===== config.mk =====
export PLATFORM = sky130hd
export DESIGN_NAME = execute_unit
export DESIGN_NICKNAME = d
export VERILOG_FILES = /design/src/design/riscv_pkg.sv /design/src/design/execute_unit.sv
export SDC_FILE = /design/constraint.sdc
export NUM_CORES = 1
export LEC_CHECK = 0
export BUFFER_PORTS_ARGS = -buffer_cell sky130_fd_sc_hd__buf_2
export CAP_MARGIN = 20
export CORE_MARGIN = 3
export CORE_UTILIZATION = 35
export CTS_BUF_LIST = sky130_fd_sc_hd__clkbuf_8
export DETAILED_ROUTE_END_ITERATION = 10
export GPL_TIMING_DRIVEN = 0
export HOLD_SLACK_MARGIN = 0.08
export PLACE_DENSITY = 0.62
export REMOVE_ABC_BUFFERS = 1
export SLEW_MARGIN = 30
export SYNTH_ARGS = -nofsm -noshare
export SYNTH_HDL_FRONTEND = slang
export SYNTH_SLANG_ARGS = --single-unit

===== constraint.sdc =====
create_clock -name clk -period 24.9 [get_ports clk]
set_input_delay 4.98 -clock clk [delete_from_list [all_inputs] [get_ports clk]]
set_output_delay 4.98 -clock clk [all_outputs]
set_load 0.1 [all_outputs]

===== src/design/riscv_pkg.sv =====
package riscv_pkg;

  localparam int xlen = 32;
  localparam logic [xlen-1:0] reset_pc = 32'h0000_0000;

  // Word address widths, 4 KiB each
  localparam int imem_awidth = 10;
  localparam int dmem_awidth = 10;

  localparam logic [11:0] csr_tohost = 12'h51e;

  // RV32I opcodes
  localparam logic [6:0] op_lui    = 7'b0110111;
  localparam logic [6:0] op_auipc  = 7'b0010111;
  localparam logic [6:0] op_jal    = 7'b1101111;
  localparam logic [6:0] op_jalr   = 7'b1100111;
  localparam logic [6:0] op_branch = 7'b1100011;
  localparam logic [6:0] op_load   = 7'b0000011;
  localparam logic [6:0] op_store  = 7'b0100011;
  localparam logic [6:0] op_imm    = 7'b0010011;
  localparam logic [6:0] op_reg    = 7'b0110011;
  localparam logic [6:0] op_system = 7'b1110011;

  // Load and store widths
  localparam logic [2:0] f3_b  = 3'b000;
  localparam logic [2:0] f3_h  = 3'b001;
  localparam logic [2:0] f3_w  = 3'b010;
  localparam logic [2:0] f3_bu = 3'b100;
  localparam logic [2:0] f3_hu = 3'b101;

  // ALU function codes
  localparam logic [2:0] f3_add  = 3'b000;
  localparam logic [2:0] f3_sll  = 3'b001;
  localparam logic [2:0] f3_slt  = 3'b010;
  localparam logic [2:0] f3_sltu = 3'b011;
  localparam logic [2:0] f3_xor  = 3'b100;
  localparam logic [2:0] f3_sr   = 3'b101; // srl or sra by bit 30
  localparam logic [2:0] f3_or   = 3'b110;
  localparam logic [2:0] f3_and  = 3'b111;

  // Branch conditions
  localparam logic [2:0] f3_beq  = 3'b000;
  localparam logic [2:0] f3_bne  = 3'b001;
  localparam logic [2:0] f3_blt  = 3'b100;
  localparam logic [2:0] f3_bge  = 3'b101;
  localparam logic [2:0] f3_bltu = 3'b110;
  localparam logic [2:0] f3_bgeu = 3'b111;

  localparam logic [2:0] f3_csrrw  = 3'b001;
  localparam logic [2:0] f3_csrrwi = 3'b101;

  typedef enum logic [3:0] {
    alu_add, alu_sub, alu_sll, alu_slt, alu_sltu, alu_xor,
    alu_srl, alu_sra, alu_or, alu_and, alu_pass_b
  } alu_op_t;

  typedef enum logic [1:0] {wb_alu, wb_mem, wb_pc4} wb_sel_t;

endpackage


===== src/design/execute_unit.sv =====
`timescale 1ns/1ns

module execute_unit import riscv_pkg::*; (
  input  logic            clk,
  input  logic            arst_n,
  input  logic            valid,
  input  logic [xlen-1:0] pc,
  input  logic [xlen-1:0] rs1_data,
  input  logic [xlen-1:0] rs2_data,
  input  logic [xlen-1:0] imm,
  input  logic [4:0]      rs1,
  input  logic [4:0]      rs2,
  input  alu_op_t         alu_op,
  input  logic            alu_src_a,
  input  logic            alu_src_b,
  input  logic            branch,
  input  logic            jump,
  input  logic            jalr,
  input  logic [2:0]      funct3,
  input  logic            csr_write,
  input  logic            csr_use_imm,
  input  logic            wb_we,
  input  logic [4:0]      wb_rd,
  input  logic [xlen-1:0] wb_data,
  output logic [xlen-1:0] alu_result,
  output logic [xlen-1:0] store_data,
  output logic            redirect,
  output logic [xlen-1:0] redirect_pc,
  output logic [xlen-1:0] csr,
  output logic            csr_wr
);

  logic [xlen-1:0] fwd_a, fwd_b;
  logic [xlen-1:0] op_a, op_b;
  logic            cond;

  // Bypass from the writeback register
  assign fwd_a = (wb_we && wb_rd != 5'd0 && wb_rd == rs1) ? wb_data : rs1_data;
  assign fwd_b = (wb_we && wb_rd != 5'd0 && wb_rd == rs2) ? wb_data : rs2_data;

  assign op_a       = alu_src_a ? pc : fwd_a;
  assign op_b       = alu_src_b ? imm : fwd_b;
  assign store_data = fwd_b;

  always_comb begin
    case (alu_op)
      alu_add:    alu_result = op_a + op_b;
      alu_sub:    alu_result = op_a - op_b;
      alu_sll:    alu_result = op_a << op_b[4:0];
      alu_slt:    alu_result = {{(xlen-1){1'b0}}, $signed(op_a) < $signed(op_b)};
      alu_sltu:   alu_result = {{(xlen-1){1'b0}}, op_a < op_b};
      alu_xor:    alu_result = op_a ^ op_b;
      alu_srl:    alu_result = op_a >> op_b[4:0];
      alu_sra:    alu_result = $unsigned($signed(op_a) >>> op_b[4:0]);
      alu_or:     alu_result = op_a | op_b;
      alu_and:    alu_result = op_a & op_b;
      alu_pass_b: alu_result = op_b; // LUI
      default:    alu_result = '0;
    endcase
  end

  always_comb begin
    case (funct3)
      f3_beq:  cond = fwd_a == fwd_b;
      f3_bne:  cond = fwd_a != fwd_b;
      f3_blt:  cond = $signed(fwd_a) < $signed(fwd_b);
      f3_bge:  cond = $signed(fwd_a) >= $signed(fwd_b);
      f3_bltu: cond = fwd_a < fwd_b;
      f3_bgeu: cond = fwd_a >= fwd_b;
      default: cond = 1'b0;
    endcase
  end

  assign redirect    = valid && (jump || (branch && cond));
  assign redirect_pc = jalr ? {alu_result[xlen-1:1], 1'b0} : pc + imm;

  always_ff @(posedge clk or negedge arst_n) begin
    if (!arst_n) begin
      csr    <= '0;
      csr_wr <= 1'b0;
    end else begin
      csr_wr <= valid && csr_write;
      if (valid && csr_write) begin
        csr <= csr_use_imm ? {{(xlen-5){1'b0}}, rs1} : fwd_a; // rs1 field is zimm
      end
    end
  end

  // The flush must kill the slot behind a taken transfer
  redirect_flushes: assert property (
    @(posedge clk) disable iff (!arst_n) redirect |=> !valid
  );

endmodule


Word-level counts from Yosys, hierarchy flattened
Index checks and enable logic that the tools add are counted.
Operators by class
  add/sub/neg operators: 3
  magnitude comparators: 6
  equality and inequality tests: 19
  shift operators: 3
  mux-type cells: 8
  bitwise logic cells: 3
  reductions and logical operators: 10
Operators with widths (count)
  32-bit case mux with 11 select lines: 1
  32-bit 2-to-1 mux: 6
  32-bit less-than comparator: 4
  32-bit adder: 2
  32-bit greater-or-equal comparator: 2
  32-bit bitwise AND: 1
  32-bit equality test: 1
  32-bit != test: 1
  32-bit bitwise OR: 1
  32-bit by 5-bit << shifter with 32-bit output: 1
  32-bit by 5-bit right shift with 32-bit output: 1
  32-bit by 5-bit >>> shifter with 32-bit output: 1
  32-bit subtractor: 1
  32-bit XOR: 1
  4-bit by 3-bit equality test with 1-bit output, second input constant: 4
  3-bit equality test, second input constant: 4
  4-bit equality test, second input constant: 3
  5-bit equality test: 2
  4-bit by 2-bit equality test with 1-bit output, second input constant: 2
  1-bit logical AND: 6
  1-bit case mux with 6 select lines: 1
  5-bit nonzero test: 1
  4-bit by 1-bit equality test with 1-bit output, second input constant: 1
  4-bit logical NOT: 1
  3 further kinds: 3
Storage, ports and cells
  flip-flop bits (word level): 33
  bits of input ports: 193
  output and inout port bits: 130
  word-level logic and storage cells: 54

Depth between registers and ports, before layout
  depth in word-level cells: 9
  depth in mapped cells: 22
  depth with buffers taken out: 18

Least setup slack after synthesis
Ideal clock, no wire load.
  path kind: input to output
  start point: in rs2[4]
  end point: out redirect_pc[29]
  data arrival time: 11804 ps
  required time: 19920 ps
  path slack: 8116 ps
  stages: 20
  path buffers: 4
  path through: xnor2_1 > nand2_1 > nor3_2 > buf_2 > buf_1 > clkbuf_1 > mux2_2 > mux2_2 > ha_1 > clkbuf_1 > nor3b_1 > a211o_1 > a211oi_1 > o31ai_1 > a2111oi_1 > a31oi_1 > o21ai_0 > xnor2_1 > a22oi_1 > a41oi_1
Between the ends
  cells in the longest elaborated chain, start to end: 7
  elaborated cells on any way between the ends: 14
  classes of those cells: add/sub: 2; eq/ne: 1; shift: 3; mux: 4; bitwise: 3; reduce/logical: 1
RTL lines
  start, declared: line execute_unit.sv:12  | input logic [4:0] rs2,
  5-bit equality test *: line execute_unit.sv:39  | assign fwd_b = (wb_we && wb_rd != 5'd0 && wb_rd == rs2) ? wb_data : rs2_data;
  1-bit logical AND *: line execute_unit.sv:39
  32-bit 2-to-1 mux *: line execute_unit.sv:39
  named net store_data[5]: line execute_unit.sv:26  | output logic [xlen-1:0] store_data,
  32-bit 2-to-1 mux *: line execute_unit.sv:42  | assign op_b = alu_src_b ? imm : fwd_b;
  32-bit subtractor or 32-bit adder (tied branches): line execute_unit.sv:48, execute_unit.sv:47
  32-bit case mux with 11 select lines *: line execute_unit.sv:46  | case (alu_op)
  32-bit 2-to-1 mux *: line execute_unit.sv:75  | assign redirect_pc = jalr ? {alu_result[xlen-1:1], 1'b0} : pc + imm;
  end, declared: line execute_unit.sv:28  | output logic [xlen-1:0] redirect_pc,
Mark *: on every way through the listed nets, which the timed path passes. The rest lies on a longest branch.

Worst setup path in the final report
  start point: in alu_src_b
  end point: out redirect_pc[30]
Between the ends
  cells in the longest elaborated chain, start to end: 4
  elaborated cells on any way between the ends: 11
  classes of those cells: add/sub: 2; shift: 3; mux: 3; bitwise: 3
RTL lines
  start, declared: line execute_unit.sv:15  | input logic alu_src_b,
  32-bit 2-to-1 mux *: line execute_unit.sv:42
  32-bit subtractor, or another cell as far along: line execute_unit.sv:48  | alu_sub: alu_result = op_a - op_b;
  32-bit case mux with 11 select lines *: line execute_unit.sv:46
  32-bit 2-to-1 mux *: line execute_unit.sv:75
Every way passes the cells marked *; elsewhere a longest branch is shown, timed or not.

==> out/metrics.cfg <==
[status]
status = complete, no violations

[pwr]
power.density_mw_per_mm2 = 47.5
power_leakage_uw = 0.00825
irDropWorstVdd_v = 0.0000414

[min_path]
hold_path.class = reg2reg

[sta]
hold_viol = 0
min_period_ps = 16680
report.final.slew_viol_count = 0
setup_viol = 0
slew_headroom_pct = 29.5
setup_tns_ps = 0
fin_skew_ps = 0
grt_setup_unrepaired = false
worstMarginPinSlew_ps = 1060
period_share_pct = 67.0
fmax_mhz = 59.9

[drt]
viasPerCell = 6.51
final_antenna_net_count = 0
first_iter_violations = 2903
wire_per_inst_um = 27.7
drc = 0
drt_pre_antenna_iters = 7
vias = 19800
routed_wl_um = 84200

[global_routing]
grt_overflow_total = 0
grt_max_degree = 76
grt_util_all_layers_pct = 33.7
grt_pass1_wl_um = 122000
antenna_found_initial = 3
first_global_vias = 18400

[layout]
finalInstanceArea_mm2 = 0.0181
nets = 2811
fill_cells = 4590
fin_cells = 3043
layout-drive-gt1-share_pct = 21.6
regArea_um2 = 826
multi_input_area_mm2 = 0.0137
area_growth_pct = 16.2
final_core_util_pct = 41.6

[floorplanning]
ios = 323
die_h_um = 217
core_area_mm2 = 0.0435
initial_core_util_pct = 35.8
dieArea_mm2 = 0.0470
die_width_um = 217
num_rows = 76

[critical_path]
crit_fanout = 48
regToRegSetupSlack_ps = 24160
end_kind = primary output
worstPathArrival_ps = 11700
critPathMostFrequentCell = buf_2
worstPathRequired_ps = 19920
cp_top_family = compound AO/OA/AOI/OAI gates
crit_path_start_kind = primary input
timing.critical_path.buf_inv = 5
max_stage_delay_ps = 750
cpMaxStageDelayCell = o21ai_0
crit_type = in2out
cp_cell_sequence = buf_2, inv_2, o311ai_0, and3_4, buf_12, inv_4, ha_1, nor2_1, a221oi_1, o21bai_1, nand4_1, a41oi_1, o21ai_0, a21oi_1, xnor2_1, a2111oi_2, a31oi_1, buf_2

[place]
dpl-instance-area_mm2 = 0.0180
dp.cells = 3033
gp_congestion = 1.03
dpl.hpwl_um = 67600
port_buffers = 322

[synthesis]
yosysMostFrequentCell = nand2_1
synth_area_mm2 = 0.0155
ys_seq_area_share_pct = 5.31
yosysTopAreaCell = ha_1
yosys_register_bits = 33
ys.flop_type = dfrtp_1
yosysUniqueCellTypes = 93
yosys_warnings = 0
async_reset_ff_share_pct = 100
syn_area_per_cell_um2 = 6.94
synth.area.top_cells = ha_1, mux2i_1, nand2_1
synth_common_cells = nand2_1, nor2_1, inv_1
synth_edf_count = 0
synth_cells = 2239
yosysTopAreaCellShare_pct = 12.9

[cts]
cts_buffers = 5
cts_sinks = 33
cts_resized = 0
root_buffer = clkbuf_8
clockBufferDepth = 2
htree_levels = 2
cts_tree = built
clk_pin_slew_ps = 80
hold_buffers = 0
insertion_delay_ps = 310
cts_setup_buffers = 0

[job]
drv_cap = 0

layer usage:
metal	wire length [um]	up-vias	track usage, %
met5	0	-	0.104
met4	4320	0	15.7
met3	8310	199	6.58
met2	36000	1224	51.4
met1	35500	9553	45.9
li1	-	8828	-
cells in the final DEF (no fill, tap or decap), types with 8 or more instances in the layout:
master and n:
o211ai_1 24, mux2i_1 119, nand2b_1 22, and2_1 14, a211o_1 13, o32ai_1 11
a31oi_1 31, inv_1 163, o21bai_1 22, a221oi_1 25, or3_1 9, o21a_1 12
o21ai_0 144, o311ai_2 24, nor2b_1 49, o2111ai_1 9, nor2_1 188, buf_6 17
a22o_1 32, a221o_1 13, buf_2 324, xor2_1 12, a41oi_1 10, ha_1 160
a21oi_1 138, xnor2_1 34, nand2_1 222, nand3_1 52, o311ai_4 8, o31ai_1 19
a21o_1 40, a211oi_1 28, nor3_1 43, mux2_2 69, dfrtp_1 33, nand4_1 54
o22ai_1 39, a22oi_1 27, o221ai_1 25
state kept, by name (all words and copies together) (netlist names):
name / cells
csr: 32
csr_wr: 1
layout make-up:
class,count,share of cell area (%)
multi-input cells,1888,76.0
repair buffers,357,11.3
flip-flops and latches,33,4.57
well taps,585,4.05
inverters,170,3.59
clock buffers,5,0.381
clock inverters,3,0.0762
diodes,2,0.0277
metrics by stage:
stage / total power [uW] / worst slack, ps / hold WS, ps
3_3_place_gp: 788 / 3280 / 472
2_1_floorplan: 592 / 6800 / 989
6_report: 858 / 8220 / 485
5_1_grt: 895 / 7990 / 519
4_1_cts: 843 / 8260 / 488
3_5_place_dp: 798 / 8300 / 470
where the power goes:
part	switching (uW)	internal (uW)
Combinational	564	189
Clock	22.5	19.0
Sequential	3.47	59.5
Total	590	268
worst paths after layout:
kind,startpoint,to,cells past startpoint
setup reg to reg,csr[13],csr[13],1
min in group asynchronous,arst_n,csr[26],1
max in group asynchronous,arst_n,csr[2],1
setup / recovery,alu_src_b,redirect_pc[30],18
hold / removal,csr[1],csr[1],2
hold reg to reg,csr[1],csr[1],2
cell families after synthesis:
group,share of synthesized area (%)
adder cells (fa/ha/maj),13.3
buffers and inverters,8.29
AO/OA/AOI/OAI,35.1
XOR/XNOR,2.59
flip-flops,5.31
AND/OR/NAND/NOR,21.6
multiplexers,13.8
(Power assumes the default switching activity.)
