==> config.mk <==
export PLATFORM = sky130hd
export DESIGN_NAME = decode_unit
export DESIGN_NICKNAME = d
export VERILOG_FILES = /design/src/design/riscv_pkg.sv /design/src/design/decode_unit.sv
export SDC_FILE = /design/constraint.sdc
export NUM_CORES = 1
export LEC_CHECK = 0
export BUFFER_PORTS_ARGS = -buffer_cell sky130_fd_sc_hd__clkbuf_2
export CAP_MARGIN = 40
export CORE_AREA = 2 2 392 277
export DETAILED_ROUTE_END_ITERATION = 7
export DIE_AREA = 0 0 394 279
export PLACE_DENSITY = 0.71
export SLEW_MARGIN = 20
export SYNTH_ARGS = -nofsm -noshare
export SYNTH_HDL_FRONTEND = slang
export SYNTH_SLANG_ARGS = --single-unit
==> constraint.sdc <==
create_clock -name clk -period 3.05 [get_ports clk]
set_clock_uncertainty 0.15 [all_clocks]
set_input_delay 0.1525 -clock clk [delete_from_list [all_inputs] [get_ports clk]]
set_output_delay 0.1525 -clock clk [all_outputs]
set_load 0.02 [all_outputs]
==> src/design/riscv_pkg.sv <==
package riscv_pkg;

  localparam int xlen = 32;
  localparam logic [xlen-1:0] reset_pc = 32'h0000_0000;

  // Word address widths, 4 KiB each
  localparam int imem_awidth = 10;
  localparam int dmem_awidth = 10;

  localparam logic [11:0] csr_tohost = 12'h51e;

  // RV32I opcodes
  localparam logic [6:0] op_lui    = 7'b0110111;
  localparam logic [6:0] op_auipc  = 7'b0010111;
  localparam logic [6:0] op_jal    = 7'b1101111;
  localparam logic [6:0] op_jalr   = 7'b1100111;
  localparam logic [6:0] op_branch = 7'b1100011;
  localparam logic [6:0] op_load   = 7'b0000011;
  localparam logic [6:0] op_store  = 7'b0100011;
  localparam logic [6:0] op_imm    = 7'b0010011;
  localparam logic [6:0] op_reg    = 7'b0110011;
  localparam logic [6:0] op_system = 7'b1110011;

  // Load and store widths
  localparam logic [2:0] f3_b  = 3'b000;
  localparam logic [2:0] f3_h  = 3'b001;
  localparam logic [2:0] f3_w  = 3'b010;
  localparam logic [2:0] f3_bu = 3'b100;
  localparam logic [2:0] f3_hu = 3'b101;

  // ALU function codes
  localparam logic [2:0] f3_add  = 3'b000;
  localparam logic [2:0] f3_sll  = 3'b001;
  localparam logic [2:0] f3_slt  = 3'b010;
  localparam logic [2:0] f3_sltu = 3'b011;
  localparam logic [2:0] f3_xor  = 3'b100;
  localparam logic [2:0] f3_sr   = 3'b101; // srl or sra by bit 30
  localparam logic [2:0] f3_or   = 3'b110;
  localparam logic [2:0] f3_and  = 3'b111;

  // Branch conditions
  localparam logic [2:0] f3_beq  = 3'b000;
  localparam logic [2:0] f3_bne  = 3'b001;
  localparam logic [2:0] f3_blt  = 3'b100;
  localparam logic [2:0] f3_bge  = 3'b101;
  localparam logic [2:0] f3_bltu = 3'b110;
  localparam logic [2:0] f3_bgeu = 3'b111;

  localparam logic [2:0] f3_csrrw  = 3'b001;
  localparam logic [2:0] f3_csrrwi = 3'b101;

  typedef enum logic [3:0] {
    alu_add, alu_sub, alu_sll, alu_slt, alu_sltu, alu_xor,
    alu_srl, alu_sra, alu_or, alu_and, alu_pass_b
  } alu_op_t;

  typedef enum logic [1:0] {wb_alu, wb_mem, wb_pc4} wb_sel_t;

endpackage

==> src/design/decode_unit.sv <==
`timescale 1ns/1ns

module decode_unit import riscv_pkg::*; (
  input  logic            clk,
  input  logic            arst_n,
  input  logic [xlen-1:0] inst,
  input  logic            wb_we,
  input  logic [4:0]      wb_rd,
  input  logic [xlen-1:0] wb_data,
  output logic [xlen-1:0] rs1_data,
  output logic [xlen-1:0] rs2_data,
  output logic [xlen-1:0] imm,
  output logic [4:0]      rs1,
  output logic [4:0]      rs2,
  output logic [4:0]      rd,
  output alu_op_t         alu_op,
  output logic            alu_src_a,
  output logic            alu_src_b,
  output logic            branch,
  output logic            jump,
  output logic            jalr,
  output logic            mem_read,
  output logic            mem_write,
  output logic            reg_we,
  output logic            csr_write,
  output logic            csr_use_imm,
  output logic [2:0]      mem_funct3,
  output wb_sel_t         wb_sel
);

  logic [xlen-1:0] regs [1:31]; // x0 has no storage
  logic [6:0]      opcode;
  logic [2:0]      funct3;
  logic            writes_rd;
  logic [xlen-1:0] imm_i, imm_s, imm_b, imm_u, imm_j;

  assign opcode     = inst[6:0];
  assign funct3     = inst[14:12];
  assign rs1        = inst[19:15];
  assign rs2        = inst[24:20];
  assign rd         = inst[11:7];
  assign mem_funct3 = funct3; // Also the branch condition

  assign imm_i = {{20{inst[31]}}, inst[31:20]};
  assign imm_s = {{20{inst[31]}}, inst[31:25], inst[11:7]};
  assign imm_b = {{19{inst[31]}}, inst[31], inst[7], inst[30:25], inst[11:8], 1'b0};
  assign imm_u = {inst[31:12], 12'b0};
  assign imm_j = {{11{inst[31]}}, inst[31], inst[19:12], inst[20], inst[30:21], 1'b0};

  always_ff @(posedge clk) begin
    if (wb_we && wb_rd != 5'd0) begin
      regs[wb_rd] <= wb_data;
    end
  end

  // Write-through so the writeback in this cycle is seen
  assign rs1_data = (rs1 == 5'd0) ? '0 :
                    (wb_we && wb_rd == rs1) ? wb_data : regs[rs1];
  assign rs2_data = (rs2 == 5'd0) ? '0 :
                    (wb_we && wb_rd == rs2) ? wb_data : regs[rs2];

  function automatic alu_op_t alu_decode(input logic [2:0] f3, input logic bit30,
                                         input logic is_reg);
    case (f3)
      f3_add:  return (is_reg && bit30) ? alu_sub : alu_add; // No subi
      f3_sll:  return alu_sll;
      f3_slt:  return alu_slt;
      f3_sltu: return alu_sltu;
      f3_xor:  return alu_xor;
      f3_sr:   return bit30 ? alu_sra : alu_srl;
      f3_or:   return alu_or;
      f3_and:  return alu_and;
      default: return alu_add;
    endcase
  endfunction

  always_comb begin
    imm         = imm_i;
    alu_op      = alu_add;
    alu_src_a   = 1'b0;
    alu_src_b   = 1'b0;
    branch      = 1'b0;
    jump        = 1'b0;
    jalr        = 1'b0;
    mem_read    = 1'b0;
    mem_write   = 1'b0;
    writes_rd   = 1'b0;
    wb_sel      = wb_alu;
    csr_write   = 1'b0;
    csr_use_imm = 1'b0;
    case (opcode)
      op_lui: begin
        imm       = imm_u;
        alu_op    = alu_pass_b;
        alu_src_b = 1'b1;
        writes_rd = 1'b1;
      end
      op_auipc: begin
        imm       = imm_u;
        alu_src_a = 1'b1; // pc + imm
        alu_src_b = 1'b1;
        writes_rd = 1'b1;
      end
      op_jal: begin
        imm       = imm_j;
        jump      = 1'b1;
        writes_rd = 1'b1;
        wb_sel    = wb_pc4;
      end
      op_jalr: begin
        alu_src_b = 1'b1;
        jump      = 1'b1;
        jalr      = 1'b1;
        writes_rd = 1'b1;
        wb_sel    = wb_pc4;
      end
      op_branch: begin
        imm    = imm_b;
        branch = 1'b1;
      end
      op_load: begin
        alu_src_b = 1'b1;
        mem_read  = 1'b1;
        writes_rd = 1'b1;
        wb_sel    = wb_mem;
      end
      op_store: begin
        imm       = imm_s;
        alu_src_b = 1'b1;
        mem_write = 1'b1;
      end
      op_imm: begin
        alu_op    = alu_decode(funct3, inst[30], 1'b0);
        alu_src_b = 1'b1;
        writes_rd = 1'b1;
      end
      op_reg: begin
        alu_op    = alu_decode(funct3, inst[30], 1'b1);
        writes_rd = 1'b1;
      end
      op_system: begin
        // Only tohost exists, write-only
        csr_write   = (funct3 == f3_csrrw || funct3 == f3_csrrwi) &&
                      inst[31:20] == csr_tohost;
        csr_use_imm = funct3 == f3_csrrwi;
      end
      default: ;
    endcase
  end

  assign reg_we = writes_rd && rd != 5'd0;

  // Writes to x0 are dropped before writeback
  wb_rd_nonzero: assert property (
    @(posedge clk) disable iff (!arst_n) wb_we |-> wb_rd != 5'd0
  );

endmodule

After elaboration in Yosys (flattened, before gate mapping)
Memories as Yosys holds them, arrays and structs flattened.
Index checks and enable logic that the tools add are counted.
{ "classes": {"n_eq_ne": 20, "n_reduce_logical": 15, "muxes": 23} }
{ "op_table": {"columns": ["operator", "count"], "rows": [
  ["2-to-1 mux 32 bit", 4],
  ["case mux 31 bit (4 select lines)", 1],
  ["case mux 4 bit (8 select lines)", 2],
  ["equality test 7 bit, second input constant", 4],
  ["equality test 7 x 6 -> 1 bit, second input constant", 3],
  ["equality test 7 x 5 -> 1 bit, second input constant", 2],
  ["2-to-1 mux 1 bit", 14],
  ["equality test 12 x 11 -> 1 bit, second input constant", 1],
  ["equality test 3 bit, second input constant", 4],
  ["case mux 4 bit (3 select lines)", 1],
  ["equality test 5 bit", 2],
  ["logical NOT 5 bit", 2],
  ["nonzero test 5 bit", 2],
  ["equality test 7 x 2 -> 1 bit, second input constant", 1],
  ["OR reduction 7 bit", 1],
  ["equality test 3 x 2 -> 1 bit, second input constant", 2],
  ["OR reduction 6 bit", 1],
  ["logical AND 1 bit", 5],
  ["case mux 2 bit (2 select lines)", 1],
  ["OR reduction 2 bit", 2],
  ["equality test 3 x 1 -> 1 bit, second input constant", 1],
  ["logical NOT 3 bit", 1],
  ["logical OR 1 bit", 1]
]} }
{ "word_totals": {"mem_count": 1, "reg_bits": 0, "mem_bits_rw": 992, "input_bits": 72} }
{ "memory_table": {"columns": ["memory", "words", "word_bits", "read_ports", "rd_clocked_by_memory_dff", "write_ports", "line_no", "source"], "rows": [
  ["regs", 31, 32, 2, 0, 1, "decode_unit.sv:31", "logic [xlen-1:0] regs [1:31];"]
]} }

Logic depth before layout (Yosys ltp)
{ "depth": {"depth_word": 4, "depth_mapped": 10, "depth_no_buf": 5} }

Worst setup path after synthesis
No wires, ideal clock.
{ "synth_path": {"path_type": "input-to-reg", "from": "input port wb_rd[3]", "to": "memory regs[24][0], enable pin", "cell_stages": 4, "arrival_time_ns": 2.090, "path_buffers": 1, "slack_ns": 0.388, "setup_ns": 0.421, "path_cell_list": "clkbuf_1 nor2b_1 nand3_1 nor2_1"} }
{ "synth_via": {"elab_chain_len": 4} }
{ "synth_rtl": {"columns": ["item", "line_no", "source"], "rows": [
  ["from (decl)", "decode_unit.sv:8", "input logic [4:0] wb_rd,"],
  ["nonzero test 5 bit", "decode_unit.sv:51", "if (wb_we && wb_rd != 5'd0) begin"],
  ["logical AND 1 bit", "decode_unit.sv:51", null],
  ["2-to-1 mux 1 bit", "decode_unit.sv:51", null],
  ["2-to-1 mux 1 bit (implied by the code)", "decode_unit.sv:52", "regs[wb_rd] <= wb_data;"],
  ["to (decl)", "decode_unit.sv:31", null]
]} }
Parallel ways exist; a longest one is shown, timed or not.

==> report_table.html <==
<table>
<tr><th>Metric</th><th>Value</th></tr>
<tr><th colspan="2">Final layout</th></tr>
<tr><td>Largest registers in the final layout</td><td>regs (992)</td></tr>
<tr><td>Relative area change from synthesis to final layout</td><td>16.0%</td></tr>
<tr><td>Fraction of final layout cells sized beyond drive strength 1</td><td>33.9%</td></tr>
<tr><td>Count of non-filler cells in the finished layout</td><td>approximately 4600</td></tr>
<tr><td>Final core utilization</td><td>52.0%</td></tr>
<tr><td>Final nets</td><td>3134</td></tr>
<tr><td>Largest register FFs</td><td>992</td></tr>
<tr><td>Register with the highest flop count</td><td>regs</td></tr>
<tr><td>Filler Cells Inserted</td><td>roughly 8400</td></tr>
<tr><th colspan="2">Status</th></tr>
<tr><td>Run status</td><td>finished clean</td></tr>
<tr><th colspan="2">Critical path</th></tr>
<tr><td>Class of the most critical setup path</td><td>reg -&gt; out</td></tr>
<tr><td>Slowest Stage Delay on Critical Path</td><td>0.49 ns</td></tr>
<tr><td>Crit-path slowest cell</td><td>sky130_fd_sc_hd__mux4_2</td></tr>
<tr><td>Maximum fanout count along the critical path</td><td>2</td></tr>
<tr><td>Data required time at the worst endpoint</td><td>2.75 ns</td></tr>
<tr><td>Critical Path Sink Type</td><td>output pin</td></tr>
<tr><td>Ordered cell list for the critical path</td><td>mux4_2 &gt; nand2_1 &gt; a21oi_1 &gt; a2111oi_4 &gt; a21oi_2 &gt; buf_4 &gt; clkbuf_2</td></tr>
<tr><td>Crit path launch type</td><td>register</td></tr>
<tr><td>Arrival @ worst endpoint</td><td>2.67 ns</td></tr>
<tr><th colspan="2">Yosys</th></tr>
<tr><td>Number of enable flip-flop cells after synthesis</td><td>992</td></tr>
<tr><td>Mapped Area</td><td>47500 um^2</td></tr>
<tr><td>Count of warnings emitted by yosys</td><td>0</td></tr>
<tr><td>Avg Cell Area, Syn</td><td>between 15 and 20 um^2</td></tr>
<tr><td>Sequential share of the synthesized area</td><td>62.7%</td></tr>
<tr><td>Fraction of registers with async set or reset after synthesis</td><td>0%</td></tr>
<tr><td>Post-synth top flop</td><td>sky130_fd_sc_hd__edfxtp_1</td></tr>
<tr><td>Number of synthesized register bits</td><td>992</td></tr>
<tr><td>Net count after synthesis</td><td>2805</td></tr>
<tr><td>Synthesized instance count</td><td>2733</td></tr>
<tr><td>Number of library cell types mapped by synthesis</td><td>59</td></tr>
<tr><th colspan="2">Clocking</th></tr>
<tr><td>TritonCTS Buffers</td><td>93</td></tr>
<tr><td>Maximum root-to-sink buffer count</td><td>3</td></tr>
<tr><td>Clock tree from TritonCTS</td><td>yes</td></tr>
<tr><td>Number of sinks handled by clock tree synthesis</td><td>just under 1000</td></tr>
<tr><td>Clock transition at the registers of the reported paths</td><td>around 0.07 ns</td></tr>
<tr><td>H-tree lvl count</td><td>3</td></tr>
<tr><td>Setup fix buffers added after clock tree synthesis</td><td>0</td></tr>
<tr><td>Clock root buffer</td><td>sky130_fd_sc_hd__clkbuf_16</td></tr>
<tr><th colspan="2">Timing</th></tr>
<tr><td>Highest achievable clock rate</td><td>336 MHz</td></tr>
<tr><td>Final setup violating endpoints</td><td>0</td></tr>
<tr><td>Final hold violations</td><td>0</td></tr>
<tr><td>Actual slew at the worst max-slew pin</td><td>0.866 ns</td></tr>
<tr><td>Worst hold slack</td><td>0.00101 ns</td></tr>
<tr><td>Max-slew violations</td><td>0</td></tr>
<tr><td>RSZ-0062 raised after global routing</td><td>false</td></tr>
<tr><td>Min Clock Period, post-route</td><td>2.98 ns</td></tr>
<tr><td>Final Worst Setup Slack</td><td>0.0729 ns</td></tr>
<tr><td>Worst slew slack as a fraction of its limit</td><td>a little over two fifths</td></tr>
<tr><td>Tcrit/Tclk final</td><td>~98%</td></tr>
<tr><th colspan="2">Global routing</th></tr>
<tr><td>Pin count of the biggest net entering global routing</td><td>79</td></tr>
<tr><td>Number of antenna violations at the first check in global routing</td><td>4</td></tr>
<tr><td>First-pass GRT wire length</td><td>222000 um</td></tr>
<tr><td>Vias in the first global route</td><td>31071</td></tr>
<tr><td>Sum of overflow across all layers after global routing</td><td>0</td></tr>
<tr><td>Total Routing Usage GR</td><td>28.0%</td></tr>
<tr><th colspan="2">Min path</th></tr>
<tr><td>WHS Path Cells</td><td>1</td></tr>
<tr><td>Hold Crit Endpoint</td><td>regs[29][24]</td></tr>
<tr><td>Source of the worst hold timing path</td><td>wb_data[24]</td></tr>
<tr><td>Min-delay worst type</td><td>in -&gt; reg</td></tr>
<tr><th colspan="2">Drt</th></tr>
<tr><td>Remaining DRCs</td><td>0</td></tr>
<tr><td>Detailed router's first-iteration violation count</td><td>5403</td></tr>
<tr><td>Number of nets with antenna violations after routing</td><td>0</td></tr>
<tr><td>Via/cell ratio</td><td>6.87</td></tr>
<tr><td>Vias</td><td>31383</td></tr>
<tr><td>Detail-routed net length per standard cell</td><td>between 30 and 40 um</td></tr>
<tr><td>DR pass1 iterations</td><td>7</td></tr>
<tr><td>Final routed wirelength across all metal layers</td><td>156000 um</td></tr>
<tr><th colspan="2">Floorplan</th></tr>
<tr><td>Initial core utilization</td><td>44.8%</td></tr>
<tr><td>Core region area</td><td>106000 um^2</td></tr>
<tr><td>Area of the die</td><td>110000 um^2</td></tr>
<tr><td>Count of boundary I/O pins</td><td>just over 200</td></tr>
<tr><td>Overall die height</td><td>around 280 um</td></tr>
<tr><td>Chip width</td><td>394 um</td></tr>
<tr><td>Site row count</td><td>100</td></tr>
<tr><th colspan="2">Placement</th></tr>
<tr><td>Worst Setup Slack post-DPL</td><td>0.0160 ns</td></tr>
<tr><td>DPL Wire Length</td><td>96800 um</td></tr>
<tr><td>Total of buffers placed on input and output ports</td><td>200</td></tr>
<tr><td>Gpl congestion</td><td>about 0.93</td></tr>
<tr><td>Inst Count DP</td><td>4362</td></tr>
<tr><th colspan="2">Power and ir drop</th></tr>
<tr><td>Worst vdd ir</td><td>0.468 mV</td></tr>
<tr><td>Power per cell area</td><td>544 nW/um^2</td></tr>
<tr><td>LEAKAGE</td><td>18.4 nW</td></tr>
<tr><th colspan="2">Flow run</th></tr>
<tr><td>Reported max-cap violation count</td><td>0</td></tr>
</table>
==> cells in the final DEF (no fill, tap or decap), drive strengths merged, types with 12 or more instances in the layout <==
| cell | instances |
|---|---|
| o22ai | 33 |
| buf | 263 |
| mux2 | 25 |
| nor3 | 24 |
| edfxtp | 992 |
| mux2i | 184 |
| nand2 | 83 |
| nor4 | 23 |
| o211ai | 20 |
| nand3 | 24 |
| a31oi | 12 |
| a22oi | 61 |
| a221o | 15 |
| a211o | 27 |
| a211oi | 60 |
| clkinv | 45 |
| dlygate4sd3 | 31 |
| a221oi | 39 |
| nor2 | 130 |
| inv | 15 |
| mux4 | 389 |
| o21ai | 67 |
| a21o | 21 |
| clkbuf | 303 |
| a2111oi | 17 |
| nor2b | 18 |
| a22o | 31 |
| and3 | 12 |
| a21oi | 93 |
==> final cells by class <==
cell class                 instances  area [um^2]  share of cell area (%)
antenna                            2         5.00                 0.00908
timing repair buffer             486         3970                    7.19
sequential                       992        29800                    54.0
tap                             1428         1790                    3.24
multi-input combinational       1479        16600                    30.2
inverter                          10         37.5                  0.0681
clock buffer                     111         2440                    4.42
clock inverter                    59          467                   0.847
==> cell usage after synthesis (all sizes together) (5+ instances only) <==
master	number	area (um^2)
edfxtp	992	29800
mux4	389	8760
mux2i	184	1840
buf	146	1040
nor2	130	488
clkbuf	106	398
a21oi	93	465
nand2	83	312
o21ai	67	335
a22oi	61	458
a211oi	60	450
a221oi	39	342
o22ai	33	206
a22o	31	272
a211o	27	236
mux2	25	282
nand3	24	120
nor3	24	120
nor4	23	150
a21o	21	158
o211ai	20	150
nor2b	18	113
a2111oi	17	158
a221o	15	150
a31oi	12	75.1
and3	12	75.1
nand2b	11	68.8
o31ai	11	82.6
xnor2	10	87.6
inv	9	33.8
nand4	6	37.5
and2	5	31.3
nor3b	5	42.5
or2	5	31.3
==> per-layer routing <==
metal | vias to the layer above | wire length [um] | global-route usage (%)
li1 | 12229 | - | -
met1 | 16028 | 57600 | 39.1
met2 | 2724 | 69900 | 42.0
met3 | 394 | 23200 | 8.77
met4 | 8 | 5410 | 9.08
met5 | - | 54 | 0
==> metrics by stage <==
stage               instance area (um^2)  total power (W)  TNS (ns)
CTS                                55100           0.0300         0
floorplan                          47500           0.0174         0
global route                       55100           0.0307         0
detailed placement                 51800           0.0187         0
global placement                   51800           0.0187  -0.00722
finish                             55100           0.0300         0
==> power breakdown <==
group,leakage (nW),switching [W],internal (W),total (W)
clock network,1.43,0.00519,0.00622,0.0114
registers,8.94,0.0000718,0.0152,0.0152
logic,7.99,0.00201,0.00131,0.00332
==> worst max-delay path, delay by kind of cell, from the launching register on <==
family | cells | cell delay (ns)
and+or+nand+nor | 1 | 0.09
DFF | 1 | 0.39
muxes | 1 | 0.49
buffers and inverters | 2 | 0.30
AOI/OAI and AO/OA | 3 | 0.71
==> how the worst max path moves through the flow <==
stage | end | slack [ns] | start
6_report | rs1_data[10] | 0.07 | regs[19][10]
5_1_grt | rs1_data[10] | 0.003 | regs[19][10]
4_1_cts | rs1_data[6] | 0.01 | regs[11][6]
3_5_place_dp | rs1_data[6] | 0.02 | inst[18]
3_3_place_gp | rs1_data[6] | -0.007 | inst[15]
2_1_floorplan | regs[24][0] | 0.39 | wb_rd[3]
==> cell families (layout without fill, tap and decap cells) <==
kind of cell              count (synthesis)  count (layout)  synth area share [%]
AOI/OAI and AO/OA                       515             515                  7.60
xor gates and xnor gates                 10              10                 0.184
buffers and inverters                   262             666                  3.11
DFF                                     992             992                  62.7
muxes                                   598             598                  22.9
other                                     0               2                     0
and+or+nand+nor                         356             356                  3.52
==> repair_timing <==
action | CTS | global route
gates resized for setup | 12 | 5
hold endpoints to repair | 934 | 0
hold buffers | 31 | 0
pin swaps | 1 | 2
gates cloned | 0 | 0
setup endpoints to repair | 6 | 7
Power figures use the tool's default switching activity.
